File: src/source/eu_pkg.sv
// shared widths, register offsets and FSM states for the event unit, referenced by scoped name
`default_nettype none

package eu_pkg;

  // register data word
  parameter int unsigned DATA_W = 32;

  // word offset on the register port
  parameter int unsigned OFFS_W = 4;

  // register map, one word per offset
  typedef enum logic [OFFS_W-1:0] {
    REG_EVT_MASK       = 4'd0,
    REG_EVT_MASK_CLR   = 4'd1,
    REG_EVT_MASK_SET   = 4'd2,
    REG_IRQ_MASK       = 4'd3,
    REG_IRQ_MASK_CLR   = 4'd4,
    REG_IRQ_MASK_SET   = 4'd5,
    REG_CLK_STATUS     = 4'd6,
    REG_EVT_BUF        = 4'd7,
    REG_EVT_BUF_MASKED = 4'd8,
    REG_IRQ_BUF_MASKED = 4'd9,
    REG_EVT_BUF_CLR    = 4'd10,
    REG_RSVD_11        = 4'd11,
    REG_RSVD_12        = 4'd12,
    REG_RSVD_13        = 4'd13,
    REG_WAIT           = 4'd14,
    REG_WAIT_CLR       = 4'd15
  } eu_reg_e;

  // core clock gating states
  typedef enum logic [2:0] {
    ACTIVE,
    SLEEP,
    WAKEUP_SLEEP,
    WAKEUP_SLEEP_DEL,
    WAKEUP_IRQ,
    IRQ_WHILE_SLEEP
  } clk_state_e;

endpackage

`default_nettype wire

File: src/source/eu_clock_fsm.sv
// core clock gating FSM: stalls wait reads, gates the clock and decides wake-up
`timescale 1ns/1ps
`default_nettype none

module eu_clock_fsm (
  input  wire logic clk_i,
  input  wire logic rst_ni,
  input  wire logic sleep_req_i,
  input  wire logic wait_clr_i,
  input  wire logic evt_pending_i,
  input  wire logic irq_pending_i,
  input  wire logic irq_req_i,
  input  wire logic core_busy_i,
  output logic      stall_o,
  output logic      core_clock_en_o,
  output logic      clr_masked_o,
  output logic      irq_hold_o
);

  eu_pkg::clk_state_e state_q;
  eu_pkg::clk_state_e state_d;
  logic               irq_req_q;
  logic               hold_state;

  // a request already out toward the core is never withdrawn
  assign hold_state = (state_q == eu_pkg::ACTIVE) ||
                      (state_q == eu_pkg::WAKEUP_SLEEP) ||
                      (state_q == eu_pkg::WAKEUP_SLEEP_DEL);
  assign irq_hold_o = sleep_req_i & hold_state & ~irq_req_q;

  always_comb begin
    state_d         = state_q;
    stall_o         = 1'b0;
    core_clock_en_o = 1'b1;
    clr_masked_o    = 1'b0;

    case (state_q)
      eu_pkg::ACTIVE: begin
        if (sleep_req_i) begin
          if (evt_pending_i) begin
            // event already there, no need to sleep
            clr_masked_o = wait_clr_i;
            if (wait_clr_i) begin
              state_d = eu_pkg::WAKEUP_SLEEP_DEL;
            end
          end else if (irq_req_q) begin
            stall_o = 1'b1;
            state_d = eu_pkg::IRQ_WHILE_SLEEP;
          end else begin
            stall_o = 1'b1;
            if (!core_busy_i) begin
              state_d = eu_pkg::SLEEP;
            end
          end
        end
      end
      eu_pkg::SLEEP: begin
        core_clock_en_o = 1'b0;
        stall_o         = 1'b1;
        if (irq_pending_i) begin
          core_clock_en_o = 1'b1;
          state_d         = eu_pkg::WAKEUP_IRQ;
        end else if (evt_pending_i) begin
          state_d = eu_pkg::WAKEUP_SLEEP;
        end
      end
      eu_pkg::WAKEUP_SLEEP: begin
        // the held wait read is granted here
        clr_masked_o = wait_clr_i;
        if (wait_clr_i) begin
          state_d = eu_pkg::WAKEUP_SLEEP_DEL;
        end else begin
          state_d = eu_pkg::ACTIVE;
        end
      end
      eu_pkg::WAKEUP_SLEEP_DEL: begin
        // buffer clear still in flight, so hold off a new wait
        stall_o = sleep_req_i;
        state_d = eu_pkg::ACTIVE;
      end
      eu_pkg::WAKEUP_IRQ: begin
        stall_o = sleep_req_i;
        state_d = eu_pkg::IRQ_WHILE_SLEEP;
      end
      eu_pkg::IRQ_WHILE_SLEEP: begin
        if (sleep_req_i) begin
          if (irq_pending_i) begin
            stall_o = 1'b1;
          end else if (evt_pending_i) begin
            clr_masked_o = wait_clr_i;
            state_d      = wait_clr_i ? eu_pkg::WAKEUP_SLEEP_DEL : eu_pkg::ACTIVE;
          end else begin
            stall_o = 1'b1;
            if (!core_busy_i) begin
              state_d = eu_pkg::SLEEP;
            end
          end
        end else if (!irq_pending_i) begin
          state_d = eu_pkg::ACTIVE;
        end
      end
      default: begin
        state_d = eu_pkg::ACTIVE;
      end
    endcase
  end

  always_ff @(posedge clk_i or negedge rst_ni) begin
    if (!rst_ni) begin
      state_q   <= eu_pkg::ACTIVE;
      irq_req_q <= 1'b0;
    end else begin
      state_q   <= state_d;
      irq_req_q <= irq_req_i;
    end
  end

  a_clk_off_only_sleep : assert property (
    @(posedge clk_i) disable iff (!rst_ni)
      !core_clock_en_o |-> (state_q == eu_pkg::SLEEP)
  );

  // a gated core never has an interrupt request outstanding
  a_no_irq_while_gated : assert property (
    @(posedge clk_i) disable iff (!rst_ni)
      !core_clock_en_o |-> !irq_req_i
  );

endmodule

`default_nettype wire

File: src/source/eu_event_regs.sv
// event mask, interrupt mask and event buffer registers with their write and clear updates
`timescale 1ns/1ps
`default_nettype none

module eu_event_regs #(
  parameter int unsigned NB_EVENTS = 32
) (
  input  wire logic                 clk_i,
  input  wire logic                 rst_ni,
  input  wire logic                 we_evt_mask_i,
  input  wire logic                 we_irq_mask_i,
  input  wire logic                 we_evt_buf_i,
  input  wire eu_pkg::eu_reg_e      wr_op_i,
  input  wire logic [NB_EVENTS-1:0] wdata_i,
  input  wire logic [NB_EVENTS-1:0] event_lines_i,
  input  wire logic                 clr_masked_i,
  input  wire logic [NB_EVENTS-1:0] clear_mask_i,
  output logic [NB_EVENTS-1:0]      evt_mask_o,
  output logic [NB_EVENTS-1:0]      irq_mask_o,
  output logic [NB_EVENTS-1:0]      evt_buf_o,
  output logic [NB_EVENTS-1:0]      evt_buf_masked_o,
  output logic                      evt_pending_o
);

  logic [NB_EVENTS-1:0] evt_mask_q;
  logic [NB_EVENTS-1:0] evt_mask_d;
  logic [NB_EVENTS-1:0] irq_mask_q;
  logic [NB_EVENTS-1:0] irq_mask_d;
  logic [NB_EVENTS-1:0] evt_buf_q;
  logic [NB_EVENTS-1:0] evt_buf_d;
  logic                 clr_masked_q;

  // plain write, or clear / set of the given bits
  function automatic logic [NB_EVENTS-1:0] mask_update(
    input logic [NB_EVENTS-1:0] cur,
    input logic [NB_EVENTS-1:0] wdat,
    input logic                 clr,
    input logic                 set
  );
    if (clr) begin
      return cur & ~wdat;
    end else if (set) begin
      return cur | wdat;
    end
    return wdat;
  endfunction

  always_comb begin
    evt_mask_d = evt_mask_q;
    irq_mask_d = irq_mask_q;
    if (we_evt_mask_i) begin
      evt_mask_d = mask_update(evt_mask_q, wdata_i,
                               wr_op_i == eu_pkg::REG_EVT_MASK_CLR,
                               wr_op_i == eu_pkg::REG_EVT_MASK_SET);
    end
    if (we_irq_mask_i) begin
      irq_mask_d = mask_update(irq_mask_q, wdata_i,
                               wr_op_i == eu_pkg::REG_IRQ_MASK_CLR,
                               wr_op_i == eu_pkg::REG_IRQ_MASK_SET);
    end
  end

  // wait_clear beats an explicit clear, new events are ORed in and the ack mask wins
  always_comb begin
    evt_buf_d = evt_buf_q;
    if (clr_masked_q) begin
      evt_buf_d = evt_buf_q & ~evt_mask_q;
    end else if (we_evt_buf_i) begin
      evt_buf_d = evt_buf_q & ~wdata_i;
    end
    evt_buf_d = (evt_buf_d | event_lines_i) & clear_mask_i;
  end

  always_ff @(posedge clk_i or negedge rst_ni) begin
    if (!rst_ni) begin
      evt_mask_q   <= '0;
      irq_mask_q   <= '0;
      evt_buf_q    <= '0;
      clr_masked_q <= 1'b0;
    end else begin
      evt_mask_q   <= evt_mask_d;
      irq_mask_q   <= irq_mask_d;
      evt_buf_q    <= evt_buf_d;
      // clear lands one cycle after the granted wait_clear read
      clr_masked_q <= clr_masked_i;
    end
  end

  assign evt_mask_o       = evt_mask_q;
  assign irq_mask_o       = irq_mask_q;
  assign evt_buf_o        = evt_buf_q;
  assign evt_buf_masked_o = evt_buf_q & evt_mask_q;
  assign evt_pending_o    = |evt_buf_masked_o;

endmodule

`default_nettype wire

File: src/source/eu_irq_select.sv
// interrupt masking, highest-index priority select, request gating and acknowledge clear mask
`timescale 1ns/1ps
`default_nettype none

module eu_irq_select #(
  parameter int unsigned NB_EVENTS = 32
) (
  input  wire logic [NB_EVENTS-1:0]         evt_buf_i,
  input  wire logic [NB_EVENTS-1:0]         irq_mask_i,
  input  wire logic                         irq_hold_i,
  input  wire logic                         irq_ack_i,
  input  wire logic [$clog2(NB_EVENTS)-1:0] irq_ack_id_i,
  output logic [NB_EVENTS-1:0]              irq_buf_masked_o,
  output logic                              irq_pending_o,
  output logic                              irq_req_o,
  output logic [$clog2(NB_EVENTS)-1:0]      irq_id_o,
  output logic [NB_EVENTS-1:0]              clear_mask_o
);

  localparam int unsigned ID_W = $clog2(NB_EVENTS);

  logic [NB_EVENTS-1:0] masked;
  logic [ID_W-1:0]      sel_id;
  logic                 req;

  always_comb begin
    masked = evt_buf_i & irq_mask_i;
    // later hits overwrite earlier ones, so the highest set index stays
    sel_id = '0;
    for (int unsigned i = 1; i < NB_EVENTS; i++) begin
      if (masked[i]) begin
        sel_id = ID_W'(i);
      end
    end
    // held back while the core is about to sleep
    req = (|masked) & ~irq_hold_i;

    irq_buf_masked_o = masked;
    irq_pending_o    = |masked;
    irq_req_o        = req;
    irq_id_o         = sel_id;

    a_irq_id_valid : assert (!req || masked[sel_id])
      else $error("irq_id_o %0h points at a clear bit of %0h", sel_id, masked);
  end

  // one-hot clear of the served bit
  assign clear_mask_o = irq_ack_i ? ~(NB_EVENTS'(1) << irq_ack_id_i) : '1;

endmodule

`default_nettype wire

File: src/source/eu_reg_port.sv
// register port of the event unit: grant, write decode, sleep request and one-cycle read return
`timescale 1ns/1ps
`default_nettype none

module eu_reg_port #(
  parameter int unsigned NB_EVENTS = 32
) (
  input  wire logic                        clk_i,
  input  wire logic                        rst_ni,
  input  wire logic                        req_i,
  input  wire logic                        wen_i,
  input  wire logic [eu_pkg::OFFS_W-1:0]   addr_i,
  input  wire logic [eu_pkg::DATA_W-1:0]   wdata_i,
  input  wire logic                        stall_i,
  input  wire logic [NB_EVENTS-1:0]        evt_mask_i,
  input  wire logic [NB_EVENTS-1:0]        irq_mask_i,
  input  wire logic [NB_EVENTS-1:0]        evt_buf_i,
  input  wire logic [NB_EVENTS-1:0]        evt_buf_masked_i,
  input  wire logic [NB_EVENTS-1:0]        irq_buf_masked_i,
  input  wire logic                        core_clock_en_i,
  output logic                             gnt_o,
  output logic                             r_valid_o,
  output logic [eu_pkg::DATA_W-1:0]        r_rdata_o,
  output logic                             we_evt_mask_o,
  output logic                             we_irq_mask_o,
  output logic                             we_evt_buf_o,
  output eu_pkg::eu_reg_e                  wr_op_o,
  output logic [NB_EVENTS-1:0]             wdata_o,
  output logic                             sleep_req_o,
  output logic                             wait_clr_o
);

  eu_pkg::eu_reg_e op;
  logic            accept;
  logic            is_wait;
  logic            wr_acc;
  logic            rd_q;
  eu_pkg::eu_reg_e raddr_q;

  assign op      = eu_pkg::eu_reg_e'(addr_i);
  assign gnt_o   = req_i & ~stall_i;
  assign accept  = req_i & gnt_o;
  assign wr_acc  = accept & ~wen_i;
  assign is_wait = (op == eu_pkg::REG_WAIT) || (op == eu_pkg::REG_WAIT_CLR);

  // the FSM sees the sleep request before the grant is decided
  assign sleep_req_o = req_i & wen_i & is_wait;
  assign wait_clr_o  = sleep_req_o & (op == eu_pkg::REG_WAIT_CLR);

  // write strobes, one per register group
  assign we_evt_mask_o = wr_acc & ((op == eu_pkg::REG_EVT_MASK) ||
                                   (op == eu_pkg::REG_EVT_MASK_CLR) ||
                                   (op == eu_pkg::REG_EVT_MASK_SET));
  assign we_irq_mask_o = wr_acc & ((op == eu_pkg::REG_IRQ_MASK) ||
                                   (op == eu_pkg::REG_IRQ_MASK_CLR) ||
                                   (op == eu_pkg::REG_IRQ_MASK_SET));
  assign we_evt_buf_o  = wr_acc & (op == eu_pkg::REG_EVT_BUF_CLR);
  assign wr_op_o       = op;
  assign wdata_o       = wdata_i[NB_EVENTS-1:0];

  always_ff @(posedge clk_i or negedge rst_ni) begin
    if (!rst_ni) begin
      r_valid_o <= 1'b0;
      rd_q      <= 1'b0;
    end else begin
      r_valid_o <= accept;
      rd_q      <= accept & wen_i;
    end
  end

  // offset of the accepted read
  always_ff @(posedge clk_i) begin
    if (accept) begin
      raddr_q <= op;
    end
  end

  // read data in the response cycle, zero for writes and unlisted offsets
  always_comb begin
    r_rdata_o = '0;
    if (rd_q) begin
      case (raddr_q)
        eu_pkg::REG_EVT_MASK:       r_rdata_o[NB_EVENTS-1:0] = evt_mask_i;
        eu_pkg::REG_IRQ_MASK:       r_rdata_o[NB_EVENTS-1:0] = irq_mask_i;
        eu_pkg::REG_CLK_STATUS:     r_rdata_o[0] = core_clock_en_i;
        eu_pkg::REG_EVT_BUF:        r_rdata_o[NB_EVENTS-1:0] = evt_buf_i;
        eu_pkg::REG_EVT_BUF_MASKED: r_rdata_o[NB_EVENTS-1:0] = evt_buf_masked_i;
        eu_pkg::REG_IRQ_BUF_MASKED: r_rdata_o[NB_EVENTS-1:0] = irq_buf_masked_i;
        eu_pkg::REG_WAIT,
        eu_pkg::REG_WAIT_CLR:       r_rdata_o[NB_EVENTS-1:0] = evt_buf_masked_i;
        default:                    r_rdata_o = '0;
      endcase
    end
  end

  // every response belongs to a request accepted the cycle before
  a_rvalid_after_accept : assert property (
    @(posedge clk_i) disable iff (!rst_ni)
      r_valid_o |-> $past(req_i && gnt_o)
  );

endmodule

`default_nettype wire

File: src/source/event_unit_top.sv
// event unit top level: connects register port, event registers, interrupt select and clock FSM
`timescale 1ns/1ps
`default_nettype none

module event_unit_top #(
  parameter int unsigned NB_EVENTS = 32
) (
  input  wire logic                         clk_i,
  input  wire logic                         rst_ni,
  input  wire logic                         req_i,
  input  wire logic                         wen_i,
  input  wire logic [eu_pkg::OFFS_W-1:0]    addr_i,
  input  wire logic [eu_pkg::DATA_W-1:0]    wdata_i,
  output logic                              gnt_o,
  output logic                              r_valid_o,
  output logic [eu_pkg::DATA_W-1:0]         r_rdata_o,
  input  wire logic [NB_EVENTS-1:0]         event_lines_i,
  output logic                              irq_req_o,
  output logic [$clog2(NB_EVENTS)-1:0]      irq_id_o,
  input  wire logic                         irq_ack_i,
  input  wire logic [$clog2(NB_EVENTS)-1:0] irq_ack_id_i,
  input  wire logic                         core_busy_i,
  output logic                              core_clock_en_o
);

  logic                 stall;
  logic                 we_evt_mask;
  logic                 we_irq_mask;
  logic                 we_evt_buf;
  eu_pkg::eu_reg_e      wr_op;
  logic [NB_EVENTS-1:0] wdata;
  logic                 sleep_req;
  logic                 wait_clr;
  logic [NB_EVENTS-1:0] evt_mask;
  logic [NB_EVENTS-1:0] irq_mask;
  logic [NB_EVENTS-1:0] evt_buf;
  logic [NB_EVENTS-1:0] evt_buf_masked;
  logic [NB_EVENTS-1:0] irq_buf_masked;
  logic [NB_EVENTS-1:0] clear_mask;
  logic                 evt_pending;
  logic                 irq_pending;
  logic                 irq_hold;
  logic                 clr_masked;

  eu_reg_port #(.NB_EVENTS(NB_EVENTS)) u_reg_port (
    .clk_i            (clk_i),
    .rst_ni           (rst_ni),
    .req_i            (req_i),
    .wen_i            (wen_i),
    .addr_i           (addr_i),
    .wdata_i          (wdata_i),
    .stall_i          (stall),
    .evt_mask_i       (evt_mask),
    .irq_mask_i       (irq_mask),
    .evt_buf_i        (evt_buf),
    .evt_buf_masked_i (evt_buf_masked),
    .irq_buf_masked_i (irq_buf_masked),
    .core_clock_en_i  (core_clock_en_o),
    .gnt_o            (gnt_o),
    .r_valid_o        (r_valid_o),
    .r_rdata_o        (r_rdata_o),
    .we_evt_mask_o    (we_evt_mask),
    .we_irq_mask_o    (we_irq_mask),
    .we_evt_buf_o     (we_evt_buf),
    .wr_op_o          (wr_op),
    .wdata_o          (wdata),
    .sleep_req_o      (sleep_req),
    .wait_clr_o       (wait_clr)
  );

  eu_event_regs #(.NB_EVENTS(NB_EVENTS)) u_event_regs (
    .clk_i            (clk_i),
    .rst_ni           (rst_ni),
    .we_evt_mask_i    (we_evt_mask),
    .we_irq_mask_i    (we_irq_mask),
    .we_evt_buf_i     (we_evt_buf),
    .wr_op_i          (wr_op),
    .wdata_i          (wdata),
    .event_lines_i    (event_lines_i),
    .clr_masked_i     (clr_masked),
    .clear_mask_i     (clear_mask),
    .evt_mask_o       (evt_mask),
    .irq_mask_o       (irq_mask),
    .evt_buf_o        (evt_buf),
    .evt_buf_masked_o (evt_buf_masked),
    .evt_pending_o    (evt_pending)
  );

  eu_irq_select #(.NB_EVENTS(NB_EVENTS)) u_irq_select (
    .evt_buf_i        (evt_buf),
    .irq_mask_i       (irq_mask),
    .irq_hold_i       (irq_hold),
    .irq_ack_i        (irq_ack_i),
    .irq_ack_id_i     (irq_ack_id_i),
    .irq_buf_masked_o (irq_buf_masked),
    .irq_pending_o    (irq_pending),
    .irq_req_o        (irq_req_o),
    .irq_id_o         (irq_id_o),
    .clear_mask_o     (clear_mask)
  );

  eu_clock_fsm u_clock_fsm (
    .clk_i           (clk_i),
    .rst_ni          (rst_ni),
    .sleep_req_i     (sleep_req),
    .wait_clr_i      (wait_clr),
    .evt_pending_i   (evt_pending),
    .irq_pending_i   (irq_pending),
    .irq_req_i       (irq_req_o),
    .core_busy_i     (core_busy_i),
    .stall_o         (stall),
    .core_clock_en_o (core_clock_en_o),
    .clr_masked_o    (clr_masked),
    .irq_hold_o      (irq_hold)
  );

endmodule

`default_nettype wire
File: config.mk
export PLATFORM = sky130hd
export DESIGN_NAME = event_unit_top
export DESIGN_NICKNAME = d
export VERILOG_FILES = /design/src/source/eu_pkg.sv /design/src/source/eu_clock_fsm.sv /design/src/source/eu_event_regs.sv /design/src/source/eu_irq_select.sv /design/src/source/eu_reg_port.sv /design/src/source/event_unit_top.sv
export SDC_FILE = /design/constraint.sdc
export NUM_CORES = 1
export LEC_CHECK = 0
export BUFFER_PORTS_ARGS = -buffer_cell sky130_fd_sc_hd__buf_2
export CAP_MARGIN = 20
export CORE_UTILIZATION = 40
export CTS_BUF_LIST = sky130_fd_sc_hd__clkbuf_8
export DETAILED_ROUTE_END_ITERATION = 7
export REMOVE_ABC_BUFFERS = 1
export SYNTH_ARGS = -nofsm -noshare
export SYNTH_HDL_FRONTEND = slang
export SYNTH_SLANG_ARGS = --single-unit
File: constraint.sdc
create_clock -name clk_i -period 3.25 [get_ports clk_i]
set_input_delay 0.975 -clock clk_i [delete_from_list [all_inputs] [get_ports clk_i]]
set_output_delay 0.975 -clock clk_i [all_outputs]
set_load 0.01 [all_outputs]
==> out/results.ini <==
[run]
cap_viol_max_count = 0

[pwr]
finalPower_uw = 4130
power.density_nw_per_um2 = 486
power_leakage_uw = 0.00410
intPower_uw = 2610
power_switching_uw = 1530
seqPwrFrac_pct = 45.7
comb_power_share_pct = 31.0
p_clk_share_pct = 23.3
swShare_pct = 37.0
vdd_drop_max_mv = 0.240

[cts]
cts_tree = done
cts_htree_levels = 3
clock_latency_ns = 0.40
cts_hold_buf = 0
clk_path_buf_depth = 2
cts_root_buffer = clkbuf_8
clk_pin_slew_ns = 0.11
cts_num_sinks = 107
numCtsBuffers = 9

[detailed_routing]
vias_per_cell = 6.64
num_vias = 7483
drt_iter0_drc = 1160
wirelength_mm = 28.2
wire_per_inst_um = 25.0
drtAntennaViolNets = 0
drc_errors = 1
drt-pass1-iter-count = 8

[final_layout]
final_common_cell = nand2_1
num_antenna_cells = 0
syn2layout_area_growth_pct = 26.1
finalNonFillerCells = 1127
final_util_pct = 51.4
final_cell_mix = 120 x nand2_1, 117 x buf_2, 93 x dfrtp_1
nets = 981
final_layout_size_suffix_gt1_share_pct = 29.5
design_area_um2 = 8500

[synthesis]
syn_area_per_cell_um2 = 8.84
yosysWarningCount = 0
mappedNetlistArea_um2 = 6740
synthArstFlopShare_pct = 96.3
syn-instance-count = 762
synth_cell_types = 54
synth_seq_cells = 107
synth-edff-count = 4
synth_seq_area_share_pct = 40.0
yosys_most_used_dff = dfrtp_1

[timing]
hold_viol = 0
fin_worst_skew_ns = 0.00675
slew_violations = 0
fmax_mhz = 299
finalSetupTns_ns = -0.172
maxSlewHeadroom_pct = 46.2
period_needed_ns = 3.35
grt_setup_unrepaired = yes
post-route-period-util_pct = 103
finalWorstSetupSlack_ns = -0.0956
setup_violations = 3
worst_slew_pin_slew_ns = 0.801

[floorplanning]
dieHeight_um = 132
die_area_um2 = 17400
start_util_pct = 40.8
ios = 120
num_rows = 47
coreArea_um2 = 16500
die_w_um = 132

[placement]
dp.cells = 1079
numPortBuffers = 119
place_hpwl_mm = 16.9
gp_congestion = 0.888
placed_cell_area_um2 = 7720

[grt]
grt_pass1_wl_mm = 41.1
antenna_found_initial = 0
track_usage_pct = 30.9
grt_pass1_vias = 7046
grt_max_degree = 52
grt_remaining_overflow = 0

[run_status]
violations = design-rule violations, negative setup slack
outcome = finished, violations left

[setup_path]
worstPathArrival_ns = 2.37
crit_type = reg -> out
cp-end-kind = output port
cp-start-kind = register
crit_fanout = 6
required_ns = 2.27

[hold_path]
hold_path_class = in -> async

==> path summary, 6_finish.rpt <==
kind / start / cells past startpoint / to / slack [ns]
max in group asynchronous: rst_ni / 2 / u_event_regs.evt_buf_o[11]$_DFF_PN0_ / 1.94
hold reg to reg: register / 1 / register / 0.60
hold / removal: rst_ni / 1 / asynchronous set/reset pin / 0.60
min in group clk_i: register / 1 / register / 0.60
setup / recovery: u_event_regs.evt_buf_o[31]$_DFF_PN0_ / 8 / gnt_o / -0.1
setup reg to reg: u_event_regs.evt_buf_o[31]$_DFF_PN0_ / 9 / u_clock_fsm.state_q[1]$_DFFE_PN0P_ / 0.93
==> critical path, cell delays in order (launching register included) <==
cell	delay, ns
dfrtp_2	0.47
a22oi_1	0.19
nand4_1	0.23
nor4_2	0.42
buf_4	0.18
and2_4	0.14
o21ai_2	0.05
and3_4	0.16
buf_6	0.11
==> layer usage <==
metal | vias to the layer above | wire length (um) | track usage (%)
li1 | 3229 | - | -
met1 | 3644 | 11500 | 42.2
met2 | 535 | 12800 | 47.2
met3 | 75 | 2960 | 6.61
met4 | 0 | 969 | 13.9
met5 | - | 0 | 0
==> logic make-up (layout without fill, tap and decap cells) <==
| family | after synthesis | after routing | share of synthesized area [%] |
|---|---|---|---|
| AOI/OAI and AO/OA | 371 | 371 | 41.1 |
| buffers and inverters | 59 | 204 | 3.97 |
| DFF | 107 | 107 | 40.0 |
| and+or+nand+nor | 225 | 225 | 14.9 |
==> final cells by class <==
type | count | area [um^2]
flip-flops and latches | 107 | 2710
inverters | 7 | 28.8
well taps | 220 | 275
fillers | 1585 | 8030
clock buffers | 9 | 124
multi-input cells | 596 | 3960
clock inverters | 7 | 103
repair buffers | 181 | 1300
==> power groups by stage <==
stage               Combinational, uW  Clock [uW]  Sequential [uW]
floorplan                         704           0             1780
global placement                 1100           0             1870
detailed placement               1110           0             1890
CTS                              1210         980             1870
global route                     1370        1020             1910
finish                           1280         965             1890
==> synthesized netlist by cell type (4+ instances only) <==
cell       count  share of area, %
a222oi_1      33               4.9
a22o_1        36               4.7
a2bb2oi_1     32               4.2
and2_1         4              0.37
nand4_1        9              0.84
edfxtp_1       4               1.8
nand2_1      121               6.7
nor2b_1        4              0.37
nor2_1        49               2.7
clkbuf_1      34               1.9
o21ai_0       71               5.3
o211ai_1      34               3.8
buf_2         11              0.82
a21oi_2       21               2.7
a21o_1        64               7.1
a22oi_1       31               3.5
a21oi_1       18               1.3
buf_6          4              0.67
a21boi_0       4              0.45
nor3_1         4              0.30
inv_1          6              0.33
a32o_1         4              0.59
dfrtp_1      103                38
nand2b_1       8              0.74
nand3_1        7              0.52
==> metrics by stage <==
step / worst slack (ns) / hold WS, ns
6_report: -0.0956 / 0.598
4_1_cts: -0.0925 / 0.582
3_5_place_dp: 0.226 / 0.559
2_1_floorplan: -1.14 / 0.529
5_1_grt: -0.138 / 0.625
3_3_place_gp: 0.231 / 0.552
==> timing repair <==
action | CTS | global route
resized for setup | 35 | 30
gates cloned | 1 | 5
setup buffers | 17 | 10
pin swaps | 8 | 18
setup endpoints to repair | 7 | 33
Note: power is estimated with default switching activity, not from simulation.
